File: config.mk
export PLATFORM = sky130hd
export DESIGN_NAME = wb_beat_issue
export DESIGN_NICKNAME = d
export VERILOG_FILES = /design/src/wb_pkg.sv /design/src/cmd_pkg.sv /design/src/wb_beat_issue.sv
export SDC_FILE = /design/constraint.sdc
export NUM_CORES = 1
export LEC_CHECK = 0
export ABC_AREA = 0
export ABC_CLOCK_PERIOD_IN_PS = 5000
export BUFFER_PORTS_ARGS = -buffer_cell sky130_fd_sc_hd__buf_2
export CAP_MARGIN = 10
export CORE_ASPECT_RATIO = 1.4
export CORE_MARGIN = 3
export CORE_UTILIZATION = 55
export DETAILED_ROUTE_END_ITERATION = 8
export PLACE_DENSITY = 0.84
export SLEW_MARGIN = 20
export SYNTH_ARGS = -nofsm -noshare
export SYNTH_HDL_FRONTEND = slang
export SYNTH_SLANG_ARGS = --single-unit
File: constraint.sdc
create_clock -name i_wb_clk -period 5 [get_ports i_wb_clk]
set_input_delay 1 -clock i_wb_clk [delete_from_list [all_inputs] [get_ports i_wb_clk]]
set_output_delay 1 -clock i_wb_clk [all_outputs]
set_load 0.02 [all_outputs]
File: src/wb_pkg.sv
package wb_pkg;

    localparam int WB_DATA_W    = 16;
    localparam int WB_ADDR_W    = 12;
    localparam int WB_SEL_W     = WB_DATA_W / 8;     // Bytes per beat.
    localparam int WB_MEM_DEPTH = 2 ** (WB_ADDR_W - 1);

    typedef logic [WB_DATA_W-1:0] wb_data_t;
    typedef logic [WB_ADDR_W-1:0] wb_addr_t;
    typedef logic [WB_SEL_W-1:0]  wb_sel_t;

    // Master to slave, one pipelined beat.
    typedef struct packed {
        logic     cyc;
        logic     stb;
        logic     we;
        wb_sel_t  sel;
        wb_addr_t addr;
        wb_data_t data;
    } wb_req_t;

    // Slave to master.
    typedef struct packed {
        logic     ack;
        wb_data_t data;
    } wb_rsp_t;

endpackage
File: src/cmd_pkg.sv
package cmd_pkg;

    localparam int CMD_DATA_W = 64;
    localparam int CMD_BYTES  = CMD_DATA_W / 8;      // Alignment of a command.
    localparam int NUM_BEATS  = CMD_DATA_W / wb_pkg::WB_DATA_W;
    localparam int BEAT_CNT_W = 3;

    typedef logic [CMD_DATA_W-1:0] cmd_data_t;

    typedef struct packed {
        logic             we;
        wb_pkg::wb_addr_t addr;
        cmd_data_t        data;
    } cmd_t;

    // Handed from decode to the issuer with the start strobe.
    typedef struct packed {
        logic             we;
        wb_pkg::wb_addr_t base;
        cmd_data_t        wdata;
    } plan_t;

    typedef enum logic [1:0] {
        HS_IDLE,
        HS_RUN,
        HS_ACK,
        HS_WAIT_LOW
    } hs_state_t;

    typedef enum logic {
        ISS_IDLE,
        ISS_ISSUE
    } iss_state_t;

endpackage

File: src/wb_beat_issue.sv
module wb_beat_issue (
    input  logic            i_wb_clk,
    input  logic            i_wb_rst,
    input  logic            i_start,
    input  cmd_pkg::plan_t  i_plan,
    input  logic            i_stall,
    input  logic            i_done,
    output wb_pkg::wb_req_t o_bus
);

    cmd_pkg::iss_state_t            state_q;
    logic                           cyc_q;
    logic [cmd_pkg::BEAT_CNT_W-1:0] beat_q;
    logic                           we_q;
    wb_pkg::wb_addr_t               addr_q;
    cmd_pkg::cmd_data_t             data_q;
    logic                           stb;
    logic                           accept;
    logic                           last_beat;

    assign stb       = (state_q == cmd_pkg::ISS_ISSUE);
    assign accept    = stb && !i_stall;
    assign last_beat = (beat_q == cmd_pkg::BEAT_CNT_W'(cmd_pkg::NUM_BEATS - 1));

    always_ff @(posedge i_wb_clk or posedge i_wb_rst) begin
        if (i_wb_rst) begin
            state_q <= cmd_pkg::ISS_IDLE;
            cyc_q   <= 1'b0;
            beat_q  <= '0;
        end else if (i_start) begin
            state_q <= cmd_pkg::ISS_ISSUE;
            cyc_q   <= 1'b1;
            beat_q  <= '0;
        end else begin
            if (accept) begin
                beat_q <= beat_q + 1'b1;
                if (last_beat) begin
                    state_q <= cmd_pkg::ISS_IDLE;           // Keep cyc until all acks.
                end
            end
            if (i_done) begin
                cyc_q <= 1'b0;
            end
        end
    end

    // Next beat's address and data move only on an accepted beat.
    always_ff @(posedge i_wb_clk) begin
        if (i_start) begin
            we_q   <= i_plan.we;
            addr_q <= i_plan.base;
            data_q <= i_plan.wdata;
        end else if (accept) begin
            addr_q <= addr_q + wb_pkg::wb_addr_t'(wb_pkg::WB_SEL_W);
            data_q <= {{wb_pkg::WB_DATA_W{1'b0}},
                       data_q[cmd_pkg::CMD_DATA_W-1:wb_pkg::WB_DATA_W]};
        end
    end

    always_comb begin
        o_bus.cyc  = cyc_q;
        o_bus.stb  = stb;
        o_bus.we   = we_q;
        o_bus.sel  = {wb_pkg::WB_SEL_W{stb}};
        o_bus.addr = addr_q;
        o_bus.data = data_q[wb_pkg::WB_DATA_W-1:0];       // Beat 0 is the low word.
    end

    a_stall_hold: assert property (@(posedge i_wb_clk) disable iff (i_wb_rst)
        (stb && i_stall) |=> (o_bus.stb && $stable(o_bus.addr) && $stable(o_bus.data)));

    a_start_idle_bus: assert property (@(posedge i_wb_clk) disable iff (i_wb_rst)
        i_start |-> !cyc_q);

endmodule

=== Word level (Yosys, flattened, before mapping) ===
Index checks and enable logic that the tools add are counted.
Widths: inputs -> output; s select.

* Output and inout port bits: 33
* Logic and storage cells: 26
* Bits in registers: 82
* Input bits: 82

* Reduce and logical (&&, ||, !) cells: 6
* Add/subtract/negate cells: 2
* Muxes and demuxes: 11
* Equality and inequality tests: 1

{| class="wikitable"
|+ Operators with widths
! kind !! count
|-
| $mux 64 || 2
|-
| $mux 12 || 2
|-
| $add 12x2->12 const B || 1
|-
| $mux 3 || 2
|-
| $reduce_bool 2->1 || 3
|-
| $mux 1 || 5
|-
| $add 3x1->3 const B || 1
|-
| $eq 3x2->1 const B || 1
|-
| $reduce_and 2->1 || 1
|-
| $logic_and 1x1->1 || 1
|-
| $logic_not 1->1 || 1
|}

=== Longest topological paths before layout ===
* Depth after elaboration: 4
* Depth in mapped cells: 5
* Mapped depth without buffers: 5

=== Worst setup path before layout ===
Ideal clock, no wire load.

* Path kind: input port to flip-flop
* Start point: input i_start
* End point: register addr_q[10] (enable)
* Setup time: 401 ps
* Path slack: 2140 ps
* Stages: 3
* Buffers on the path: 2
* Required time: 4599 ps
* Arrival: 2459 ps
* Cell sequence: clkbuf_1 -> buf_2 -> or2_2

* Word-level cells in the longest chain between the ends: 1

{| class="wikitable"
|+ RTL lines
! item !! RTL line !! RTL
|-
| start: declaration || wb_beat_issue.sv:4 || <nowiki>input logic i_start,</nowiki>
|-
| $reduce_bool 2->1 (no line) || n/a ||
|-
| end signal: assignment || wb_beat_issue.sv:51 || <nowiki>addr_q <= i_plan.base;</nowiki>
|-
| end signal: assignment || wb_beat_issue.sv:54 || <nowiki>addr_q <= addr_q + wb_pkg::wb_addr_t'(wb_pkg::WB_SEL_W);</nowiki>
|-
| end: declaration || wb_beat_issue.sv:15 || <nowiki>wb_pkg::wb_addr_t addr_q;</nowiki>
|}

Every way passes these cells.
A chain may end at the register's enable or synchronous reset.

=== Final worst setup path ===
* Start point: input i_start
* End point: register addr_q[6], data pin

* Word-level cells in the longest chain between the ends: 1

{| class="wikitable"
|+ RTL lines
! item !! RTL line !! RTL
|-
| $mux 12 || wb_beat_issue.sv:49 || <nowiki>if (i_start) begin</nowiki>
|}

Every way passes these cells.

==> results.md <==
* Setup Crit Path Kind: in2reg
* Pwr Density at 336 mW/mm2
* DRC viols at 0
* Async set-reset flop share out of synthesis at 6.10%
* Slew Limit Headroom at 34.4%
* Setup Buffers After CTS at 0
* Worst Path Arrival at 2.73 ns
* Post-Route Skew at 0.00744 ns
* Clock latency on the worst-skew pair at about 0.34 ns
* # resized after CTS at 0
* Outcome: completed
* Worst slack, placed at 1.99 ns
* Clk Tree Root Cell: clkbuf_8
* Syn Area/Cell at 15.1 um2
* CP startpoint: i_start
* GRT Resource Usage Total at 16.8%
* Min-delay worst type: reg2reg
* GP Congestion at 0.837
* Post-Synthesis Cells at approximately 240
* VDD IR max at 0.179 mV
* Final Hold Fails at 0
* Synthesis-to-layout area growth at 16.9%
* Placeable Area at roughly 0.0064 mm2
* Placed Area at 0.00416 mm2
* Number of global-route vias before repair at 2190
* Critical path buffer and inverter count at 3
* Final period util at 52.8%
* Fin cells at between 400 and 500
* Vias per cell at 5.32
* RR Startpoint: state_q
* Launch point of the worst hold path: cyc_q
* Top cells by area, synth: edfxtp_1 63%, mux2_2 15%, buf_4 4.3%
* Avg WL per Cell at 15.2 um
* Number of DRC markers in iteration 0 at 88
* Max_cap viols at 0
* Initial antenna violation count at 0
* Input/output buffers at 114
* Critical Path RT at 5.09 ns
* TritonRoute pass-1 iters at 4
* Critical Path, Cell by Cell: buf_2 > buf_4 > inv_1 > o211ai_1 > nand3_1
* RSZ-0062 raised after global routing: false
* Area leader, netlist: edfxtp_1
* FMAX at 379 MHz
* Max clock buf depth at 2
* Final Setup Violations at 0
* Starting Density at 57.8%
* CTS tree: built
* Number of flops mapped to enable cells by yosys at 77
* Top cells by count, synth: 77 x edfxtp_1, 49 x mux2_2, 21 x buf_4
* Clock sink count at 82
* Crit path time final at 2.64 ns
* Post-synth cell types at 26
* Layout cell share with drive strength beyond 1 at 53.2%
* Main synth FF type: edfxtp_1
* Net Count, Synth at 329
* Overflow after GRT at 0
* Post-CTS Hold Buffers at 0
* Largest net degree at the start of global routing at 76
* Crit path max-delay cell type: buf_2
* Final Max Tran Viols at 0
* Delay-heaviest family, CP: buffers and inverters
* Crit path largest cell delay at about 0.6 ns
* Final setup margin at 2.36 ns
* Worst slew pin tran at 0.984 ns
* Die Span X at 75.2 um
* H-tree depth reported by CTS at 3
* I/O Pins at 115
* Site Rows at 34
* Yosys Warn Count at 0
* Leakage at 1.77 nW
* Layout fillers at 473
* Yosys top cell area share at 62.6%
* Total Nets Final at 423
* Syn Std Cell Area at approximately 0.0037 mm2
* Die Y at between 100 and 150 um
* Number of CTS-inserted buffers at 9
* Final Power at around 1.5 mW
* Fin area at around 0.0043 mm2
* Most frequent cell after synthesis: edfxtp_1
* Inst Count DP at around 400
* Post-DP HPWL at between 4000 and 5000 um
* Count of state elements after synthesis at 82
* Post-Route WL at 6310 um
* Total Die Area at between 0.007 and 0.008 mm2
* Critical-path maximum fanout at 45
* Core Util, Final at between 60% and 70%
* ANT nets after route at 0
* Sum Neg Setup Slack at 0 ns
* First-pass GRT wire length at 9660 um
* Seq/Total Area, Yosys at 66.0%
* CTS clk-pin slew, worst paths at 0.08 ns
* ANT cells at 0
* Hold Worst Slack at 0.530 ns
* CP endpoint kind: flop
* Via Count at 2204
* Startpoint Class: primary input
-- metal layers --
metal / global-route usage (%) / routed length (um) / up-vias
li1: - / - / 1070
met1: 19.2 / 2510 / 1042
met2: 28.9 / 3260 / 77
met3: 4.39 / 366 / 15
met4: 8.21 / 170 / 0
met5: 0 / 0 / -
-- logic make-up (layout without fill, tap and decap cells) --
group           count (synthesis)  in the layout  share of synthesized area [%]
fa+ha+maj                       3              3                           1.02
compound gates                 17             17                           2.85
mux                            50             50                           15.2
xor+xnor                        4              4                          0.949
flops                          82             82                           66.0
simple gates                   50             50                           7.76
buf+inv                        38            136                           6.17
-- worst min-delay path, stage by stage, from the launching register on --
cell and delay [ns]:
dfrtp_1 0.38, inv_1 0.05, o21ai_0 0.06
-- area by class of cell --
| type | count | area, um2 | area share, % |
|---|---|---|---|
| Timing Repair Buffer | 115 | 578 | 13.4 |
| Multi-Input combinational cell | 124 | 1030 | 23.8 |
| Inverter | 6 | 22.5 | 0.522 |
| Tap cell | 72 | 90.1 | 2.09 |
| Sequential cell | 82 | 2440 | 56.5 |
| Clock inverter | 6 | 35.0 | 0.812 |
| Clock buffer | 9 | 124 | 2.87 |
-- state kept, by name (all words and copies together) (netlist names) --
register and cells:
we_q 1, beat_q 3, state_q 1, cyc_q 1, addr_q 12, data_q 64
-- where the power goes --
part / internal, mW / switching (mW)
Combinational: 0.0919 / 0.105
Clock: 0.174 / 0.218
Sequential: 0.833 / 0.0299
Total: 1.10 / 0.353
-- worst paths after layout --
check                           slack [ns]  depth (start not counted)          to
worst min register to register        0.53                          2       cyc_q
worst max register to register        2.96                          2  data_q[11]
min in group asynchronous             0.54                          2       cyc_q
worst max-delay path                  2.36                          5   addr_q[6]
worst min-delay path                  0.53                          2       cyc_q
max in group asynchronous             4.28                          2   beat_q[0]
-- layout by cell type, fill, tap and decap left out --
cell type   synthesis  routed
or2_4               0       1
or3_2               1       1
nor2b_1             1       1
nand3_1             7       7
nand4_1             1       1
a31oi_1             4       4
mux2i_1             1       1
edfxtp_1           77      77
o21ai_0             7       7
inv_1               6       6
and2_1             17      17
dfrtp_1             5       5
xnor2_1             2       2
clkbuf_8            0       9
clkinv_2            0       4
ha_1                3       3
mux2_2             49      49
a211oi_1            1       1
clkinvlp_4          0       2
buf_4              21       1
nand4_4             1       1
o31ai_1             3       3
o211ai_1            2       2
nor2_1              7       7
xor2_1              2       2
nand2_1             9       9
or4_1               5       5
buf_2               5     114
No activity file was read; power rests on OpenSTA's default activity.
