<file path="src/wb_pkg.sv">
package wb_pkg;

    localparam int WB_DATA_W    = 16;
    localparam int WB_ADDR_W    = 12;
    localparam int WB_SEL_W     = WB_DATA_W / 8;     // Bytes per beat.
    localparam int WB_MEM_DEPTH = 2 ** (WB_ADDR_W - 1);

    typedef logic [WB_DATA_W-1:0] wb_data_t;
    typedef logic [WB_ADDR_W-1:0] wb_addr_t;
    typedef logic [WB_SEL_W-1:0]  wb_sel_t;

    // Master to slave, one pipelined beat.
    typedef struct packed {
        logic     cyc;
        logic     stb;
        logic     we;
        wb_sel_t  sel;
        wb_addr_t addr;
        wb_data_t data;
    } wb_req_t;

    // Slave to master.
    typedef struct packed {
        logic     ack;
        wb_data_t data;
    } wb_rsp_t;

endpackage
</file>
<file path="src/cmd_pkg.sv">
package cmd_pkg;

    localparam int CMD_DATA_W = 64;
    localparam int CMD_BYTES  = CMD_DATA_W / 8;      // Alignment of a command.
    localparam int NUM_BEATS  = CMD_DATA_W / wb_pkg::WB_DATA_W;
    localparam int BEAT_CNT_W = 3;

    typedef logic [CMD_DATA_W-1:0] cmd_data_t;

    typedef struct packed {
        logic             we;
        wb_pkg::wb_addr_t addr;
        cmd_data_t        data;
    } cmd_t;

    // Handed from decode to the issuer with the start strobe.
    typedef struct packed {
        logic             we;
        wb_pkg::wb_addr_t base;
        cmd_data_t        wdata;
    } plan_t;

    typedef enum logic [1:0] {
        HS_IDLE,
        HS_RUN,
        HS_ACK,
        HS_WAIT_LOW
    } hs_state_t;

    typedef enum logic {
        ISS_IDLE,
        ISS_ISSUE
    } iss_state_t;

endpackage

</file>
<file path="src/wb_cmd_decode.sv">
module wb_cmd_decode (
    input  logic               i_wb_clk,
    input  logic               i_wb_rst,
    input  logic               i_cmd_req,
    input  cmd_pkg::cmd_t      i_cmd,
    output logic               o_cmd_ack,
    output logic               o_cmd_err,
    output cmd_pkg::cmd_data_t o_rd_data,
    output logic               o_start,
    output cmd_pkg::plan_t     o_plan,
    input  logic               i_done,
    input  cmd_pkg::cmd_data_t i_gath_data
);

    cmd_pkg::hs_state_t state_q;
    logic               aligned;
    logic               accept;

    assign aligned   = (i_cmd.addr & wb_pkg::wb_addr_t'(cmd_pkg::CMD_BYTES - 1)) == '0;
    assign accept    = (state_q == cmd_pkg::HS_IDLE) && i_cmd_req;
    assign o_cmd_ack = (state_q == cmd_pkg::HS_ACK) || (state_q == cmd_pkg::HS_WAIT_LOW);

    always_ff @(posedge i_wb_clk or posedge i_wb_rst) begin
        if (i_wb_rst) begin
            state_q   <= cmd_pkg::HS_IDLE;
            o_start   <= 1'b0;
            o_cmd_err <= 1'b0;
        end else begin
            o_start <= 1'b0;
            case (state_q)
                cmd_pkg::HS_IDLE: begin
                    if (i_cmd_req) begin
                        o_cmd_err <= !aligned;
                        if (aligned) begin
                            o_start <= 1'b1;
                            state_q <= cmd_pkg::HS_RUN;
                        end else begin
                            state_q <= cmd_pkg::HS_ACK;     // Rejected without bus traffic.
                        end
                    end
                end
                cmd_pkg::HS_RUN: begin
                    if (i_done) begin
                        state_q <= cmd_pkg::HS_ACK;
                    end
                end
                cmd_pkg::HS_ACK: begin
                    if (!i_cmd_req) begin
                        state_q <= cmd_pkg::HS_WAIT_LOW;
                    end
                end
                default: begin
                    state_q <= cmd_pkg::HS_IDLE;            // Ack drops here.
                end
            endcase
        end
    end

    always_ff @(posedge i_wb_clk) begin
        if (accept) begin
            o_plan <= '{we: i_cmd.we, base: i_cmd.addr, wdata: i_cmd.data};
            if (!aligned) begin
                o_rd_data <= '0;
            end
        end else if ((state_q == cmd_pkg::HS_RUN) && i_done) begin
            o_rd_data <= i_gath_data;
        end
    end

    a_start_from_idle: assert property (@(posedge i_wb_clk) disable iff (i_wb_rst)
        o_start |-> ($past(state_q) == cmd_pkg::HS_IDLE));

    a_ack_needs_req: assert property (@(posedge i_wb_clk) disable iff (i_wb_rst)
        $rose(o_cmd_ack) |-> $past(i_cmd_req));

endmodule

</file>
<file path="config.mk">
export PLATFORM = sky130hd
export DESIGN_NAME = wb_cmd_decode
export DESIGN_NICKNAME = d
export VERILOG_FILES = /design/src/wb_pkg.sv /design/src/cmd_pkg.sv /design/src/wb_cmd_decode.sv
export SDC_FILE = /design/constraint.sdc
export NUM_CORES = 1
export LEC_CHECK = 0
export BUFFER_PORTS_ARGS = -buffer_cell sky130_fd_sc_hd__buf_4
export CAP_MARGIN = 20
export CORE_MARGIN = 8
export CORE_UTILIZATION = 39
export DETAILED_ROUTE_END_ITERATION = 8
export GPL_TIMING_DRIVEN = 0
export PLACE_DENSITY = 0.82
export REMOVE_ABC_BUFFERS = 1
export SYNTH_ARGS = -nofsm -noshare
export SYNTH_HDL_FRONTEND = slang
export SYNTH_SLANG_ARGS = --single-unit
</file>
<file path="constraint.sdc">
create_clock -name i_wb_clk -period 6.1 [get_ports i_wb_clk]
set_input_delay 0.305 -clock i_wb_clk [delete_from_list [all_inputs] [get_ports i_wb_clk]]
set_output_delay 0.305 -clock i_wb_clk [all_outputs]
set_load 0.02 [all_outputs]
</file>
# After elaboration in Yosys (flattened, before gate mapping)
# Index checks and enable logic that the tools add are counted.
word_totals:
  output_inout_bits: 144
  in_bits: 145
  regBits: 145
  wordCells: 35
op_classes:
  n_mux: 11
  n_reduce_logical: 10
  eq_ne: 7
op_table:
  columns: ["operator", "count"]
  rows:
  - ["2-to-1 mux 64 bit", 3]
  - ["zero test 12 bit", 1]
  - ["2-to-1 mux 2 bit", 4]
  - ["!= test 2 bit (second input constant)", 4]
  - ["one-hot mux 2 bit (3 select lines)", 1]
  - ["== test 2 bit (second input constant)", 2]
  - ["AND reduction 2 bit", 2]
  - ["2-to-1 mux 1 bit", 3]
  - ["AND reduction 3 bit", 1]
  - ["== test 2 x 1 -> 1 bit (second input constant)", 1]
  - ["logical AND 1 bit", 2]
  - ["zero test 2 bit", 1]
  - ["nonzero test 2 bit", 1]
  - ["zero test 1 bit", 1]
  - ["logical OR 1 bit", 1]

# Logic depth before layout (Yosys ltp)
logic_depth:
  word_depth: 4
  ltp_mapped: 6
  depth_no_buf: 6

# Worst setup path after synthesis
# OpenSTA, ideal clock, no wires.
synth_path:
  kind: "register to register"
  start: "register state_q[0]"
  end: "register o_rd_data[0], enable pin"
  required_time_ns: 5.526
  synth_period_minus_slack_ns: 6.057
  n_path_buf: 1
  stages_incl_launch_ff: 6
  setup_time_ns: 0.574
  path_slack_ns: 0.043
  t_arrival_ns: 5.482
  cell_sequence: "dfrtp_1 > inv_1 > ha_1 > nand2_2 > clkbuf_1 > o21ai_0"
synth_via:
  elab_chain_len: 4
  elab_cells_between_ends: 7
  classes_between: "2 x eq/ne; 5 x reduce/logical"
synth_lines:
  columns: ["item", "line", "text"]
  rows:
  - ["start: declaration", "wb_cmd_decode.sv:15", "cmd_pkg::hs_state_t state_q;"]
  - ["start signal: assignment", "wb_cmd_decode.sv:25", "state_q <= cmd_pkg::HS_IDLE;"]
  - ["start signal: assignment", "wb_cmd_decode.sv:36", "state_q <= cmd_pkg::HS_RUN;"]
  - ["start signal: assignment", "wb_cmd_decode.sv:38", "state_q <= cmd_pkg::HS_ACK;"]
  - ["== test 2 x 1 -> 1 bit or zero test 2 bit (tied branches)", "wb_cmd_decode.sv:65, wb_cmd_decode.sv:20", null]
  - ["logical AND 1 bit (on tied branches)", "wb_cmd_decode.sv:65, wb_cmd_decode.sv:20", null]
  - ["nonzero test 2 bit (no source line) or != test 2 bit (tied branches)", null, null]
  - ["AND reduction 2 bit (no source line) (*)", null, null]
  - ["end signal: assignment", "wb_cmd_decode.sv:66", "o_rd_data <= i_gath_data;"]
  - ["end: declaration", "wb_cmd_decode.sv:8", "output cmd_pkg::cmd_data_t o_rd_data,"]
# Every way passes the cells marked *; elsewhere a longest branch is shown, timed or not.
# A chain may end at the register's enable or synchronous reset.

# Final worst setup path
layout_path:
  start: "register state_q[1]"
  end: "register o_cmd_err"
layout_via:
  elab_chain_len: 2
layout_lines:
  columns: ["item", "line", "text"]
  rows:
  - ["zero test 2 bit", "wb_cmd_decode.sv:30", "case (state_q)"]
  - ["AND reduction 2 bit (no source line)", null, null]
  - ["end signal: assignment", "wb_cmd_decode.sv:33", "o_cmd_err <= !aligned;"]
  - ["end: declaration", "wb_cmd_decode.sv:7", "output logic o_cmd_err,"]
# No other way between the ends.

==> results list <==
- Die Span X: roughly 130 µm
- After detailed routing, the number of remaining DRC violations is 0.
- Yosys warning total: 0
* RSZ-0062 raised after global routing: false
* Proportion of layout cells with a drive suffix above 1: between 50% and 60%
* Area post-placement: about 0.0074 mm²
- Total power of the final layout: about 3.5 mW
* Ant diodes: 0
- The clock period could shrink to between 2000 and 3000 ps.
* Latest clock arrival within the worst-skew pair: between 400 and 500 ps
- The run finished with clean final reports.
- Among all stages on the critical path, the largest delay is contributed by sky130_fd_sc_hd__inv_4.
* Crit-path cells: inv_1 > ha_1 > nand2_2 > inv_4 > and2_1 > nor2_1
* Wire length on met2: between 7 and 8 mm
* Largest net degree at the start of global routing: 80
* Routed met3 length: around 2.3 mm
- Critical path required time: 6400 ps
- The synthesized design contains ~150 register bits.
- For the pin with the worst max-slew slack, the measured transition is about 970 ps.
- Number of distinct library cells after synthesis: 19
- DRT iter0 DRCs: 171
- Cell area after layout: about 0.008 mm²
- Global routing used 17.4% of the available tracks.
- DP Wirelength: between 10 and 15 mm
- Post-synthesis sequential area ratio: between 80% and 90%
- Proportion of netlist area held by the largest area contributor: between 80% and 90%
- Dividing total power by cell area gives a power density of between 400 and 500 mW/mm².
* Number of global-route vias before repair: around 3500
- In this run, the combinational gates consume about 28% of the power.
- Switching portion of total power: approximately 30%
- Number of maximum-capacitance violations: 0
- Clock tree synthesis found a total of between 100 and 150 sinks.
* Relative slew slack: between 30% and 40%
- Dpl cells: around 700
- For this run, the detailed router's first-pass iteration total came to 4.
- Yosys top cell by area: sky130_fd_sc_hd__edfxtp_1
- Using the TritonRoute via totals, the vias-per-cell ratio works out to around 4.5.
- Hold timing on the final database bottoms out at a slack of 67.9 ps.
* Worst Path Arrival: approximately 3100 ps
- By area the synthesized netlist is led by sky130_fd_sc_hd__edfxtp_1 (85%), sky130_fd_sc_hd__and2_1 (8.1%), sky130_fd_sc_hd__dfrtp_1 (2.0%).
- Leakage dissipation: approximately 3.3 nW
- Vias after detailed routing: ~3300
- The critical path is of the flop to flop type.
* Setup violators final: 0
* Wire length of the first global-routing pass: 21.0 mm
- Crit path launch type: flop
* Highest Signal Layer: met4
* Mean area per synthesized cell: about 21 µm²
* Final Wtd Congestion: 0.847
- In this run the tool buffered the top-level ports with approximately 290 buffer cells.
- In the final timing run, aggregate negative setup slack is 0 ps.
- After detailed routing, the average wire length per cell comes to 20.0 µm.
- Netlist area before placement: ~0.005 mm²
- The min-delay analysis places its worst path in the category input port to flop.
- Overall die height: ~130 µm
- Fraction of the cycle the final worst path needs: a little under half
- The max-slew violation count is 0.
- Clock tree from TritonCTS: yes
- The detail route stage leaves a number of antenna-violating nets equal to 0.
- Upper clock frequency limit: roughly 0.35 GHz
- Critical Path Sink Type: flop
- Number of buffers inserted by post-CTS setup repair: 0
* Highest ir drop seen on vdd: ~210 µV
* Post-synthesis to final-layout area growth: 59.5%
- Most frequent standard cell in the layout excluding fill and tap cells: sky130_fd_sc_hd__buf_4
- After clock tree synthesis, the flow added hold-fix buffers numbering 1.
* Gate family responsible for the most delay along the worst path: buffers and inverters
- Final Hold Violating Endpoints: 0
* Biggest cell delay along the critical path: 950 ps
- Cts repair resizes: 0
* Effective utilization at floorplan: roughly two fifths
- Core Rows: a little over 40
- The internal power of the cells totals between 2 and 2.5 mW.
- Clock tree synthesis selected as its root buffer the cell sky130_fd_sc_hd__clkbuf_16.
* Net total in the final layout: around 700
* Register clock-pin slew on the reported worst setup and hold paths: about 60 ps
* Number of top-level pins: approximately 290
* Die footprint: 0.0167 mm²
- The H-tree generated during clock tree synthesis spans 4 levels.
- Number of buffers inserted during clock tree synthesis: 17
* Maximum buffer depth of the clock tree: 2
- CP Buf/Inv Count: 2
- Top library cells by usage in the layout, fill and taps aside: sky130_fd_sc_hd__buf_4 (288), sky130_fd_sc_hd__edfxtp_1 (141), sky130_fd_sc_hd__and2_1 (65), sky130_fd_sc_hd__clkbuf_16 (17)
* Initial antenna violation count: 0
- Summed over all layers, the global routing overflow is 0.
- Switching power: roughly 1.1 mW
- Core Footprint: about 0.013 mm²
- For this block, wires on met1 add up to around 4.7 mm.
- Finished Layout Cells: 731
- Per report_power, the clock group accounts for between 20% and 30% of the total.
- WL final: between 10 and 15 mm
- Sequential share of power: a little over two fifths
- Cell count after synthesis: between 200 and 250
- In this run the worst path has a maximum fanout of approximately 80.
- For the final database, setup skew stands at 3.25 ps.
sequential cells by signal, summed over array words and instances (netlist names):
| signal | flops |
|---|---|
| o_cmd_err | 1 |
| o_rd_data | 64 |
| o_plan | 77 |
| state_q | 2 |
| o_start | 1 |
Yosys cell counts:
cell	n
sky130_fd_sc_hd__edfxtp_1	141
sky130_fd_sc_hd__and2_1	65
sky130_fd_sc_hd__buf_6	5
sky130_fd_sc_hd__ha_1	5
sky130_fd_sc_hd__inv_1	5
sky130_fd_sc_hd__dfrtp_1	4
sky130_fd_sc_hd__nor2_1	3
sky130_fd_sc_hd__clkbuf_1	2
sky130_fd_sc_hd__mux2i_1	2
sky130_fd_sc_hd__nor3_1	2
sky130_fd_sc_hd__a31oi_1	1
sky130_fd_sc_hd__mux2_4	1
sky130_fd_sc_hd__nand2_2	1
sky130_fd_sc_hd__nand3_1	1
sky130_fd_sc_hd__nor2b_1	1
sky130_fd_sc_hd__nor4_1	1
sky130_fd_sc_hd__o21ai_0	1
sky130_fd_sc_hd__o21ai_2	1
sky130_fd_sc_hd__or2_2	1
stage by stage:
step / worst slack (ps) / utilization, %
final: 3260 / 63.3
after global placement: -2060 / 58.1
after detailed placement: 3230 / 58.6
after global routing: 2970 / 63.3
after floorplan: -174 / -
after CTS: 3230 / 63.3
power by group through the flow:
stage               clock, mW  combinational (mW)  sequential [mW]
finish                   1.03               0.996             1.48
global route             1.10                1.06             1.50
CTS                      1.06                1.02             1.48
detailed placement          0                1.02             1.50
global placement            0               0.955             1.54
floorplan                   0               0.232             1.79
cell type report:
type | count | area [µm²]
sequential | 145 | 4330
multi-input combinational | 86 | 587
clock inverter | 14 | 163
timing repair buffer | 291 | 2210
clock buffer | 18 | 429
inverter | 5 | 21.3
fill | 904 | 4610
tap | 172 | 215
layer usage:
| layer | global-route usage (%) | up-vias |
|---|---|---|
| met5 | 0 | - |
| met4 | 7.88 | 0 |
| met3 | 11.6 | 22 |
| met2 | 29.0 | 202 |
| met1 | 16.3 | 1572 |
| li1 | - | 1499 |
cell families after synthesis:
group,after synthesis,synth area share [%]
adder cells (fa/ha/maj),5,1.25
multiplexers,3,0.702
flip-flops,145,86.8
buffers and inverters,12,1.65
AO/OA/AOI/OAI,3,0.401
AND/OR/NAND/NOR,75,9.17
worst paths after layout:
path | from | to | slack [ps] | cells after the start
min in group asynchronous | i_wb_rst | state_q[1] | 340 | 3
max | state_q[1] | o_cmd_err | 3260 | 6
max reg2reg | state_q[1] | o_cmd_err | 3260 | 6
max in group asynchronous | i_wb_rst | o_cmd_err | 5610 | 3
min reg2reg | o_cmd_err | o_cmd_err | 510 | 2
min | i_cmd[24] | o_plan[24] | 70 | 1
Power figures use the tool's default switching activity.
