`config.mk`:
```
export PLATFORM = sky130hd
export DESIGN_NAME = wb_ack_gather
export DESIGN_NICKNAME = d
export VERILOG_FILES = /design/src/wb_pkg.sv /design/src/cmd_pkg.sv /design/src/wb_ack_gather.sv
export SDC_FILE = /design/constraint.sdc
export NUM_CORES = 1
export LEC_CHECK = 0
export BUFFER_PORTS_ARGS = -buffer_cell sky130_fd_sc_hd__clkbuf_2
export CAP_MARGIN = 20
export CORE_MARGIN = 2
export CORE_UTILIZATION = 40
export DETAILED_ROUTE_END_ITERATION = 12
export GPL_TIMING_DRIVEN = 0
export PLACE_DENSITY = 0.67
export SETUP_SLACK_MARGIN = 0.4
export SLEW_MARGIN = 20
export SYNTH_ARGS = -nofsm -noshare
export SYNTH_HDL_FRONTEND = slang
export SYNTH_SLANG_ARGS = --single-unit
```
`constraint.sdc`:
```
create_clock -name i_wb_clk -period 1.3 [get_ports i_wb_clk]
set_input_delay 0.065 -clock i_wb_clk [delete_from_list [all_inputs] [get_ports i_wb_clk]]
set_output_delay 0.065 -clock i_wb_clk [all_outputs]
set_load 0.05 [all_outputs]
```
`src/wb_pkg.sv`:
```
package wb_pkg;

    localparam int WB_DATA_W    = 16;
    localparam int WB_ADDR_W    = 12;
    localparam int WB_SEL_W     = WB_DATA_W / 8;     // Bytes per beat.
    localparam int WB_MEM_DEPTH = 2 ** (WB_ADDR_W - 1);

    typedef logic [WB_DATA_W-1:0] wb_data_t;
    typedef logic [WB_ADDR_W-1:0] wb_addr_t;
    typedef logic [WB_SEL_W-1:0]  wb_sel_t;

    // Master to slave, one pipelined beat.
    typedef struct packed {
        logic     cyc;
        logic     stb;
        logic     we;
        wb_sel_t  sel;
        wb_addr_t addr;
        wb_data_t data;
    } wb_req_t;

    // Slave to master.
    typedef struct packed {
        logic     ack;
        wb_data_t data;
    } wb_rsp_t;

endpackage
```
`src/cmd_pkg.sv`:
```
package cmd_pkg;

    localparam int CMD_DATA_W = 64;
    localparam int CMD_BYTES  = CMD_DATA_W / 8;      // Alignment of a command.
    localparam int NUM_BEATS  = CMD_DATA_W / wb_pkg::WB_DATA_W;
    localparam int BEAT_CNT_W = 3;

    typedef logic [CMD_DATA_W-1:0] cmd_data_t;

    typedef struct packed {
        logic             we;
        wb_pkg::wb_addr_t addr;
        cmd_data_t        data;
    } cmd_t;

    // Handed from decode to the issuer with the start strobe.
    typedef struct packed {
        logic             we;
        wb_pkg::wb_addr_t base;
        cmd_data_t        wdata;
    } plan_t;

    typedef enum logic [1:0] {
        HS_IDLE,
        HS_RUN,
        HS_ACK,
        HS_WAIT_LOW
    } hs_state_t;

    typedef enum logic {
        ISS_IDLE,
        ISS_ISSUE
    } iss_state_t;

endpackage

```
`src/wb_ack_gather.sv`:
```
module wb_ack_gather (
    input  logic               i_wb_clk,
    input  logic               i_wb_rst,
    input  logic               i_start,
    input  wb_pkg::wb_rsp_t    i_rsp,
    output logic               o_done,
    output cmd_pkg::cmd_data_t o_rd_data
);

    logic [cmd_pkg::BEAT_CNT_W-1:0] ack_cnt_q;
    logic                           last_ack;

    assign last_ack = i_rsp.ack &&
                      (ack_cnt_q == cmd_pkg::BEAT_CNT_W'(cmd_pkg::NUM_BEATS - 1));

    always_ff @(posedge i_wb_clk or posedge i_wb_rst) begin
        if (i_wb_rst) begin
            ack_cnt_q <= '0;
            o_done    <= 1'b0;
        end else begin
            o_done <= last_ack;                             // One cycle after 4th ack.
            if (i_start) begin
                ack_cnt_q <= '0;
            end else if (i_rsp.ack) begin
                ack_cnt_q <= ack_cnt_q + 1'b1;
            end
        end
    end

    // Each beat enters at the top, so beat 0 ends up lowest.
    always_ff @(posedge i_wb_clk) begin
        if (i_rsp.ack) begin
            o_rd_data <= {i_rsp.data,
                          o_rd_data[cmd_pkg::CMD_DATA_W-1:wb_pkg::WB_DATA_W]};
        end
    end

    a_no_extra_ack: assert property (@(posedge i_wb_clk) disable iff (i_wb_rst)
        i_rsp.ack |-> (ack_cnt_q != cmd_pkg::BEAT_CNT_W'(cmd_pkg::NUM_BEATS)));

endmodule

```
---- Word-level counts from Yosys, hierarchy flattened ----
Cells that the tools add are included.
cells by class
  add/sub/neg operators ................... 1
  eq/ne operators ......................... 1
  muxes and demuxes ....................... 2
  reductions and logical operators ........ 2
operators by type and width
  kind                                                 number
  two-way mux 3 bit                                    2
  adder 3 x 1 -> 3 bit, second input constant          1
  equality test 3 x 2 -> 1 bit, second input constant  1
  nonzero test 2 bit                                   1
  logical AND 1 bit                                    1
storage, ports and cells
  register bits after elaboration ......... 68
  logic and storage cells ................. 9

---- Logic depth before layout (Yosys ltp) ----
Gate-level depths: netlist of the first run.
  depth after elaboration ................. 3
  depth in mapped cells ................... 3

---- Worst setup path before layout of the first run ----
OpenSTA, ideal clock, no wires.
  kind .................................... register to register
  from .................................... reg ack_cnt_q[0] in the netlist's numbering
  to ...................................... reg ack_cnt_q[2] in the netlist's numbering
  arrival time ............................ 1.024 ns
  required time ........................... 1.206 ns
  setup slack ............................. 0.182 ns
  cell stages (with the launch flop) ...... 4
  buffers on the path ..................... 0
  cell sequence ........................... dfrtp_1 -> ha_1 -> ha_1 -> a211oi_1
on the way
  word-level cells in the longest chain between the ends .. 3
ends and longest elaborated chain
  item                    line                 text
  from (decl)             wb_ack_gather.sv:10  logic [cmd_pkg::BEAT_CNT_W-1:0] ack_cnt_q;
  from (signal assigned)  wb_ack_gather.sv:25  ack_cnt_q <= ack_cnt_q + 1'b1;
  adder 3 x 1 -> 3 bit    wb_ack_gather.sv:25
  two-way mux 3 bit       wb_ack_gather.sv:24  end else if (i_rsp.ack) begin
  two-way mux 3 bit       wb_ack_gather.sv:22  if (i_start) begin
Every way passes these cells. The select of a mux whose other input is x is not followed.
A chain may end at the register's enable or synchronous reset.

---- Worst setup path in the final report of the first run ----
Ends and elaborated chain as after synthesis.

==> impl_metrics.toml, run 1 <==
[run_status]
status = "finished, final reports clean"

[pwr]
ir_drop_mv = 0.998
power_w = 0.00532
p_leak_nw = 1.64
p_per_area_nw_per_um2 = 1350

[clock_tree]
cts_inserted_buffers = 9
cts.clk_slew.worst_paths_ns = 0.07
tritoncts = "built"
clock_latency_ns = 0.33
h-tree-depth = 3
clock_path_buffers = 2
cts.sinks = 68
root_buffer = "clkbuf_8"

[cells_and_area]
drive_gt1_share_pct = 59.3
fin_util_pct = 77.6
n_antenna_cell = 0
areaGrowthSynthToFinish_pct = 87.5
fill_cells = 293
final_cell_area_sq_um = 3940
fin_nets = 253

[drt]
finalWirelength_mm = 5.01
antenna_left = 0
wl_per_cell_um = 16.4
vias_per_cell = 4.35
route.vias.total = 1332
route.detailed.drc = 0
firstDrtPassIters = 4
drtIter0Drc = 121

[yosys]
synthesis.area_sq_um = 2100
ys_warn_count = 0
syn-num-nets = 101
yosysSeqAreaShare_pct = 96.3
ys_ff_latch = 68
syn_inst = 79
synth.distinct_cells = 9
avgSynthCellArea_sq_um = 26.6

[sta]
finClkSkew_ns = 0.00578
hold_viol = 0
setup_viol = 0
period_share_pct = 80.7
fin_ws_ns = 0.251
rsz0062_at_grt = "yes"
clock.fmax_mhz = 953
slew_headroom_pct = 70.9
finalSetupTns_ns = 0
fin_crit_ns = 1.05
slew_viol_final = 0
worst_pin_slew_ns = 0.437

[min_path]
hp-class = "in -> async"

[run]
drv_cap = 0

[global_routing]
grt_util_met3_pct = 4.38
grt_max_degree = 40
track_usage_pct = 16.6
overflow = 0
antenna_found_initial = 0
met1_usage_pct = 16.3
use_met2_pct = 31.5
grt_busiest_layer = "met2"
grt_pass1_vias = 1390
grt_pass1_wl_mm = 7.11

[setup_path]
start_kind = "register"
worst_ep_arrival_time_ns = 1.29
rrSetupSlack_ns = 0.25
worst-setup-path-type = "reg -> reg"
required_ns = 1.54
path_max_fanout = 2
timing.critical_path.to_type = "register"

[die]
io_pins = 85
die_area_sq_um = 5840
core-area_sq_um = 5070
row_count = 26
initial_core_util_pct = 41.4
die_w_um = 76.5
die_h_um = 76.5

[placement]
gp_congestion = 0.671
place_ws_ns = 0.120
hpwl_mm = 2.51
port_buffers = 84
placed_area_sq_um = 2650
[path summary, 6_finish.rpt]
path	start	end	cells past startpoint
setup reg to reg	ack_cnt_q[0]$_DFFE_PP0P_	ack_cnt_q[2]$_DFFE_PP0P_	3
setup / recovery	ack_cnt_q[0]$_DFFE_PP0P_	ack_cnt_q[2]$_DFFE_PP0P_	3
hold reg to reg	o_rd_data[53]$_DFFE_PP_	o_rd_data[37]$_DFFE_PP_	0
max in group asynchronous	i_wb_rst	o_done$_DFF_PP0_	3
hold / removal	i_wb_rst	ack_cnt_q[0]$_DFFE_PP0P_	3
min in group i_wb_clk	i_rsp[16]	o_rd_data[7]$_DFFE_PP_	1
[power by group]
part | leakage (nW) | switching (W) | internal, W
Combinational | 0.871 | 0.000617 | 0.000496
Sequential | 0.680 | 0.000123 | 0.00257
Clock | 0.0905 | 0.000719 | 0.000794
Total | 1.64 | 0.00146 | 0.00386
[layout make-up]
class / instances / area (sq um) / area share [%]
Timing Repair Buffer: 141 / 1550 / 39.3
Clock inverter: 2 / 10.0 / 0.254
Tap cell: 70 / 87.6 / 2.23
Multi-Input combinational cell: 9 / 101 / 2.57
Inverter: 2 / 7.51 / 0.191
Sequential cell: 68 / 2020 / 51.4
Clock buffer: 14 / 163 / 4.13
[critical path, cell delays in order, from the launching register on]
cell,delay (ns)
dfrtp_1,0.41
ha_4,0.18
ha_4,0.20
a211oi_2,0.17
[kinds of logic (layout without fill, tap and decap cells)]
kind of cell,after synthesis,count (layout),synth area share [%]
flip-flops,68,68,96.3
AND/OR/NAND/NOR,4,4,0.894
adder cells (fa/ha/maj),2,2,1.19
buffers and inverters,2,159,0.358
AO/OA/AOI/OAI,1,1,0.358
XOR/XNOR,1,1,0.417
multiplexers,1,1,0.477
[metrics by stage]
stage	instances	hold WS (ns)
floorplan	79	-0.169
global placement	233	-0.0758
detailed placement	234	-0.0644
CTS	288	0.138
global route	306	0.170
finish	306	0.143
[cells in the mapped netlist, drive strengths merged]
| library cell | n | area, sq um |
|---|---|---|
| edfxtp | 64 | 1920 |
| nor2 | 3 | 11.3 |
| dfrtp | 4 | 100 |
| xnor2 | 1 | 8.76 |
| and2 | 1 | 7.51 |
| mux2i | 1 | 10.0 |
| inv | 2 | 7.51 |
| ha | 2 | 25.0 |
| a211oi | 1 | 7.51 |
[sequential cells by signal, indices dropped and copies added (netlist names)]
| signal | cells |
|---|---|
| o_rd_data | 64 |
| o_done | 1 |
| ack_cnt_q | 3 |
[routing by layer]
metal	part of all wire, %	up-vias
li1	-	612
met1	34	675
met2	61	41
met3	3.4	4
met4	0.80	0
met5	0	-
[placed cells by master (no fill, tap or decap), drive strengths merged]
master and n:
edfxtp 64, mux2i 1, dlygate4sd3 18, buf 93, clkbuf 44, nor2 3
a211oi 1, clkinv 2, dfrtp 4, xnor2 1, ha 2, and2 1
inv 2
[repair_timing]
item,in CTS,in global routing
pin swaps,1,1
buffers inserted,20,18
gates resized for setup,131,54
setup endpoints to repair,68,68
hold buffers,18,0
endpoints found under the hold margin,23,0
(Power assumes the default switching activity.)
==> inputs of run 2 (changes only) <==
--- a/config.mk
+++ b/config.mk
@@ -5,6 +5,7 @@
 export SDC_FILE = /design/constraint.sdc
 export NUM_CORES = 1
 export LEC_CHECK = 0
+export ABC_AREA = 1
 export BUFFER_PORTS_ARGS = -buffer_cell sky130_fd_sc_hd__clkbuf_2
 export CAP_MARGIN = 20
 export CORE_MARGIN = 2
==> constraint.sdc (replaced) <==
create_clock -name i_wb_clk -period 1.1 [get_ports i_wb_clk]
set_input_delay 0.055 -clock i_wb_clk [delete_from_list [all_inputs] [get_ports i_wb_clk]]
set_output_delay 0.055 -clock i_wb_clk [all_outputs]
set_load 0.05 [all_outputs]
==> run 2 against run 1 <==
Effect of this change:
- highest routed layer unchanged
- sequential power is 19% higher
- via count is 5.3% higher
- synthesized cell count is 10% higher
- the run now ends with hold timing, setup timing left
- global-route usage hardly changed
==> impl_metrics.toml, run 2 <==
[sta]
slew_viol_final = 0
clock.fmax_mhz = 908
worst_pin_slew_ns = 0.289
worst_hold_slack_ns = -0.00242
slew_headroom_pct = 80.7
fin_crit_ns = 1.10
finClkSkew_ns = 0.00990
fin_ws_ns = -0.000953
setup_viol = 1
hold_viol = 1
period_share_pct = 100
finalSetupTns_ns = -0.000953
rsz0062_at_grt = "yes"

[pwr]
p_per_area_nw_per_um2 = 1560
ir_drop_mv = 0.721
p_leak_nw = 1.70
power_w = 0.00629

[drt]
route.detailed.drc = 0
antenna_left = 0
firstDrtPassIters = 4
wl_per_cell_um = 18.2
route.vias.total = 1402
drtIter0Drc = 85
finalWirelength_mm = 5.72
vias_per_cell = 4.46

[setup_path]
cp_common_cell = "ha_4"
timing.critical_path.to_type = "register"
path_cells = "ha_4 -> ha_4 -> inv_2 -> nand3_2 -> nand2_1"
cpPeakStageDelay_ns = 0.42
crit_family = "adder cells"
path_max_fanout = 2
required_ns = 1.33
cp_num_buf_inv = 1
worst_ep_arrival_time_ns = 1.33
worst-setup-path-type = "reg -> reg"
critPathSlowestCell = "dfrtp_1"
start_kind = "register"

[die]
row_count = 26
die_h_um = 76.8
die_w_um = 76.8
io_pins = 85
initial_core_util_pct = 41.5
core-area_sq_um = 5110
die_area_sq_um = 5890

[yosys]
synthMuxAreaShare_pct = 0
synth.distinct_cells = 7
synth_top_family_by_area = "simple AND/OR/NAND/NOR gates"
yosysTopAreaCellShare_pct = 90.8
avgSynthCellArea_sq_um = 24.3
synth_common_cells = "64 x edfxtp_1, 7 x nand2_1, 6 x inv_1"
yosysSeqAreaShare_pct = 95.5
synth_compound_area_share_pct = 0
ys_ff_latch = 68
synth-simple-area-share_pct = 2.25
syn-num-nets = 109
synthFlopType = "edfxtp_1"
synthesis.area_sq_um = 2120
syn_inst = 87
yosysTopAreaCell = "edfxtp_1"
synthXorXnorAreaFrac_pct = 0
synth_enable_flop_cells = 64
ys_async_sr_fraction_pct = 5.88
synth-adder-area-share_pct = 1.18
ys_warn_count = 0
yosys-top-cells-area = "edfxtp_1 91%, dfrtp_1 4.7%, nand2_1 1.2%"
synth.most_common_cell = "edfxtp_1"

[run_status]
status = "finished, violations left"
violations = "hold timing, setup timing"

[placement]
port_buffers = 84
place_ws_ns = -0.00168
hpwl_mm = 2.41
place_inst = 242
gp_congestion = 0.713

[clock_tree]
cts_inserted_buffers = 9
clock_latency_ns = 0.34
h-tree-depth = 3
root_buffer = "clkbuf_8"
clock_path_buffers = 2
cts.clk_slew.worst_paths_ns = 0.07
cts.sinks = 68
tritoncts = "built"

[cells_and_area]
layout_commonest_cell = "buf_8"
n_antenna_cell = 0
largest_reg_flops = 64
mostFrequentLayoutCells = "65 x buf_8, 64 x edfxtp_1, 21 x buf_6, 18 x clkbuf_2, 18 x buf_4"
regMostFlops = "o_rd_data"
drive_gt1_share_pct = 58.6
fin_nets = 261
areaGrowthSynthToFinish_pct = 90.6
instances_no_fill = 314
fill_cells = 249
largestRegisters = "o_rd_data: 64 flops, ack_cnt_q: 3 flops, o_done: 1 flops"

[global_routing]
met1_usage_pct = 16.0
grt_max_degree = 37
grt_pass1_wl_mm = 7.04
antenna_found_initial = 0
grt_busiest_layer = "met2"
grt_util_met3_pct = 3.06
grt_pass1_vias = 1359
track_usage_pct = 16.5
use_met2_pct = 31.8
overflow = 0

[run]
drv_cap = 0

[min_path]
hp-class = "in -> reg"
run 2: cell count changes after synthesis, sizes merged:
| cell | delta |
|---|---|
| a211oi | -1 |
| and2 | -1 |
| inv | +4 |
| mux2i | -1 |
| nand2 | +7 |
| nand3 | +3 |
| nor2 | -2 |
| xnor2 | -1 |
run 2: metal layers:
metal  up-vias  wire (um)  part of all wire [%]
met5         -          0                     0
met4         0        134                   2.3
met3        12        233                   4.1
met2        51       3370                    59
met1       705       1980                    35
li1        634          -                     -
run 2: worst min-delay path: stages:
cell	delay, ns
clkbuf_2	0.10
nor2_2	0.05
nand2_1	0.05
nand2_1	0.05
run 2: layout make-up:
cell class | instances | area (sq um) | share of cell area, %
tap | 70 | 87.6 | 2.17
clock inverter | 6 | 31.3 | 0.775
inverter | 6 | 22.5 | 0.558
timing repair buffer | 141 | 1640 | 40.7
sequential | 68 | 2020 | 50.1
multi-input combinational | 13 | 103 | 2.54
clock buffer | 10 | 128 | 3.16
run 2: where the power goes:
| part | switching [W] | internal, W |
|---|---|---|
| registers | 0.000158 | 0.00304 |
| logic | 0.000740 | 0.000619 |
| clock network | 0.000942 | 0.000795 |
run 2: stage by stage:
stage | cell area, sq um | utilization (%) | hold slack (ns)
3_3_place_gp | 2630 | 51.4 | -0.0783
5_1_grt | 4040 | 79.0 | 0.0135
3_5_place_dp | 2650 | 51.9 | -0.0701
4_1_cts | 3740 | 73.3 | 0.00273
6_report | 4040 | 79.0 | -0.00242
2_1_floorplan | 2120 | - | -0.179
run 2: kinds of logic (layout without fill, tap and decap cells):
family,after synthesis,in the layout
DFF,68,68
and+or+nand+nor,11,11
buffers and inverters,6,163
adders and majority gates,2,2
run 2: path summary, 6_finish.rpt:
kind / to / slack (ns) / cells past startpoint / start
hold / removal: ack_cnt_q[0]$_DFFE_PP0P_ / -0.002 / 4 / i_start
setup reg to reg: ack_cnt_q[2]$_DFFE_PP0P_ / -0.001 / 5 / ack_cnt_q[0]$_DFFE_PP0P_
setup / recovery: ack_cnt_q[2]$_DFFE_PP0P_ / -0.001 / 5 / ack_cnt_q[0]$_DFFE_PP0P_
max in group asynchronous: o_done$_DFF_PP0_ / 0.82 / 3 / i_wb_rst
hold reg to reg: o_rd_data[22]$_DFFE_PP_ / 0.51 / 0 / o_rd_data[38]$_DFFE_PP_
min in group asynchronous: ack_cnt_q[0]$_DFFE_PP0P_ / 0.12 / 3 / i_wb_rst
run 2: timing repair:
item | in CTS | in global routing
endpoints found under the setup margin | 98 | 94
endpoints found under the hold margin | 20 | 0
pin swaps | 3 | 5
gates resized for setup | 136 | 85
setup buffers | 21 | 18
cloned | 0 | 0
hold buffers | 17 | 0
==> inputs of run 3 (changes only) <==
--- a/config.mk
+++ b/config.mk
@@ -8,6 +8,7 @@
 export ABC_AREA = 1
 export BUFFER_PORTS_ARGS = -buffer_cell sky130_fd_sc_hd__clkbuf_2
 export CAP_MARGIN = 20
+export CORE_ASPECT_RATIO = 2
 export CORE_MARGIN = 2
 export CORE_UTILIZATION = 40
 export DETAILED_ROUTE_END_ITERATION = 12
==> run 3 against run 2 <==
Effect of this change:
- the run ends with setup timing left
- power rose by 2.5%
- critical path type unchanged
- die area rose by 0.60%
- utilization rose by 0.44 points
- largest cell class unchanged
==> impl_metrics.toml, run 3 (synthesis results as in run 2) <==
[clock_tree]
cts.sinks = 68
clock_latency_ns = 0.33
h-tree-depth = 3
root_buffer = "clkbuf_8"
cts_inserted_buffers = 9
tritoncts = "built"
cts.clk_slew.worst_paths_ns = 0.08
clock_path_buffers = 2

[run_status]
status = "finished, violations left"
violations = "setup timing"

[sta]
clock.fmax_mhz = 907
period_share_pct = 100
slew_viol_final = 0
fin_crit_ns = 1.10
finClkSkew_ns = 0.00932
slew_headroom_pct = 81.7
setup_viol = 1
worst_hold_slack_ns = 0.147
fin_ws_ns = -0.00241
worst_pin_slew_ns = 0.274
hold_viol = 0
rsz0062_at_grt = "yes"

[drt]
antenna_left = 0
route.vias.total = 1379
wl_per_cell_um = 17.6
firstDrtPassIters = 3
finalWirelength_mm = 5.38
vias_per_cell = 4.51
route.detailed.drc = 0
drtIter0Drc = 24

[cells_and_area]
fill_cells = 237
seqCellArea_sq_um = 2020
drive_gt1_share_pct = 58.1
largestRegisters = "o_rd_data: 64 flops, ack_cnt_q: 3 flops, o_done: 1 flops"
mostFrequentLayoutCells = "65 x buf_8, 64 x edfxtp_1, 23 x buf_6, 19 x buf_4"
regMostFlops = "o_rd_data"
n_antenna_cell = 0
areaGrowthSynthToFinish_pct = 92.8
largest_reg_flops = 64
multi_input_area_sq_um = 103
layout_commonest_cell = "buf_8"
fin_nets = 265

[placement]
port_buffers = 84
gp_congestion = 0.690
hpwl_mm = 2.53

[setup_path]
timing.critical_path.to_type = "register"
start_kind = "register"
required_ns = 1.33
worst-setup-path-type = "reg -> reg"
path_cells = "ha_4 -> ha_4 -> inv_2 -> nand3_2 -> nand2_1"
cp_common_cell = "ha_4"
worst_ep_arrival_time_ns = 1.33
path_max_fanout = 2
cp_num_buf_inv = 1
crit_family = "adder cells"
cpPeakStageDelay_ns = 0.42
critPathSlowestCell = "dfrtp_1"

[min_path]
hp-class = "in -> async"

[die]
row_count = 37
die_area_sq_um = 5930
die_h_um = 107
initial_core_util_pct = 41.2
io_pins = 85
die_w_um = 55.4
core-area_sq_um = 5140

[global_routing]
grt_busiest_layer = "met2"
met1_usage_pct = 15.0
grt_pass1_vias = 1414
grt_util_met3_pct = 6.63
antenna_found_initial = 0
grt_max_degree = 38
overflow = 0
use_met2_pct = 30.4
track_usage_pct = 16.2
grt_pass1_wl_mm = 6.97

[pwr]
p_per_area_nw_per_um2 = 1580
ir_drop_mv = 1.53
p_leak_nw = 1.72
power_w = 0.00645

[run]
drv_cap = 0
run 3: cell types whose count changed in the layout (fill, tap and decap cells not counted):
| cell | previous run | this run |
|---|---|---|
| buf_4 | 18 | 19 |
| clkinv_2 | 4 | 1 |
| clkinv_1 | 1 | 4 |
| buf_6 | 21 | 23 |
| clkbuf_1 | 1 | 0 |
| dlygate4sd3_1 | 17 | 18 |
| bufinv_16 | 0 | 1 |
run 3: what timing repair did:
item                                   4_1_cts  5_1_grt
setup endpoints to repair                  106       88
pin swaps                                    5        3
gates resized for setup                    136       87
buffers inserted                            19       23
hold buffers                                18        0
endpoints found under the hold margin       23        0
run 3: layout make-up:
class	instances	share of cell area [%]
Inverter	6	0.552
Multi-Input combinational cell	13	2.51
Tap cell	58	1.78
Sequential cell	68	49.5
Clock inverter	7	1.41
Clock buffer	9	3.03
Timing Repair Buffer	145	41.2
run 3: path summary, 6_finish.rpt:
path                                           from                       end  slack (ns)  cells past startpoint
setup / recovery           ack_cnt_q[1]$_DFFE_PP0P_  ack_cnt_q[2]$_DFFE_PP0P_      -0.002                      5
hold / removal                             i_wb_rst  ack_cnt_q[0]$_DFFE_PP0P_        0.15                      3
setup reg to reg           ack_cnt_q[1]$_DFFE_PP0P_  ack_cnt_q[2]$_DFFE_PP0P_      -0.002                      5
hold reg to reg             o_rd_data[40]$_DFFE_PP_   o_rd_data[24]$_DFFE_PP_        0.50                      0
max in group asynchronous                  i_wb_rst          o_done$_DFF_PP0_        0.78                      3
min in group i_wb_clk                     i_rsp[16]  ack_cnt_q[2]$_DFFE_PP0P_        0.15                      3
run 3: routing by layer:
metal	share of wire [%]	wire length, um	vias to the layer above
met4	2.1	112	0
met5	0	0	-
met2	62	3360	63
li1	-	-	642
met3	5.5	297	10
met1	30	1610	664
run 3: worst reg2reg max path: stages, from the launching register on:
cell and delay (ns):
dfrtp_1 0.42, ha_4 0.18, ha_4 0.25, inv_2 0.03
nand3_2 0.06, nand2_1 0.05
run 3: power breakdown:
group / switching (W) / internal, W / leakage (nW)
combinational: 0.000745 / 0.000630 / 0.954
clock: 0.000877 / 0.00101 / 0.0892
sequential: 0.000151 / 0.00304 / 0.681
run 3: per-stage QoR:
stage	TNS [ns]	worst slack [ns]	cell area (sq um)	instances	util, %
after global routing	-0.0319	-0.0319	4080	306	79.4
after global placement	-32.55	-0.486	2610	229	50.8
after floorplan	0	0.0590	2120	87	-
after detailed placement	-0.0294	-0.0294	2640	230	51.3
after CTS	0	0.0147	3750	283	72.9
final	-0.00241	-0.00241	4080	306	79.4
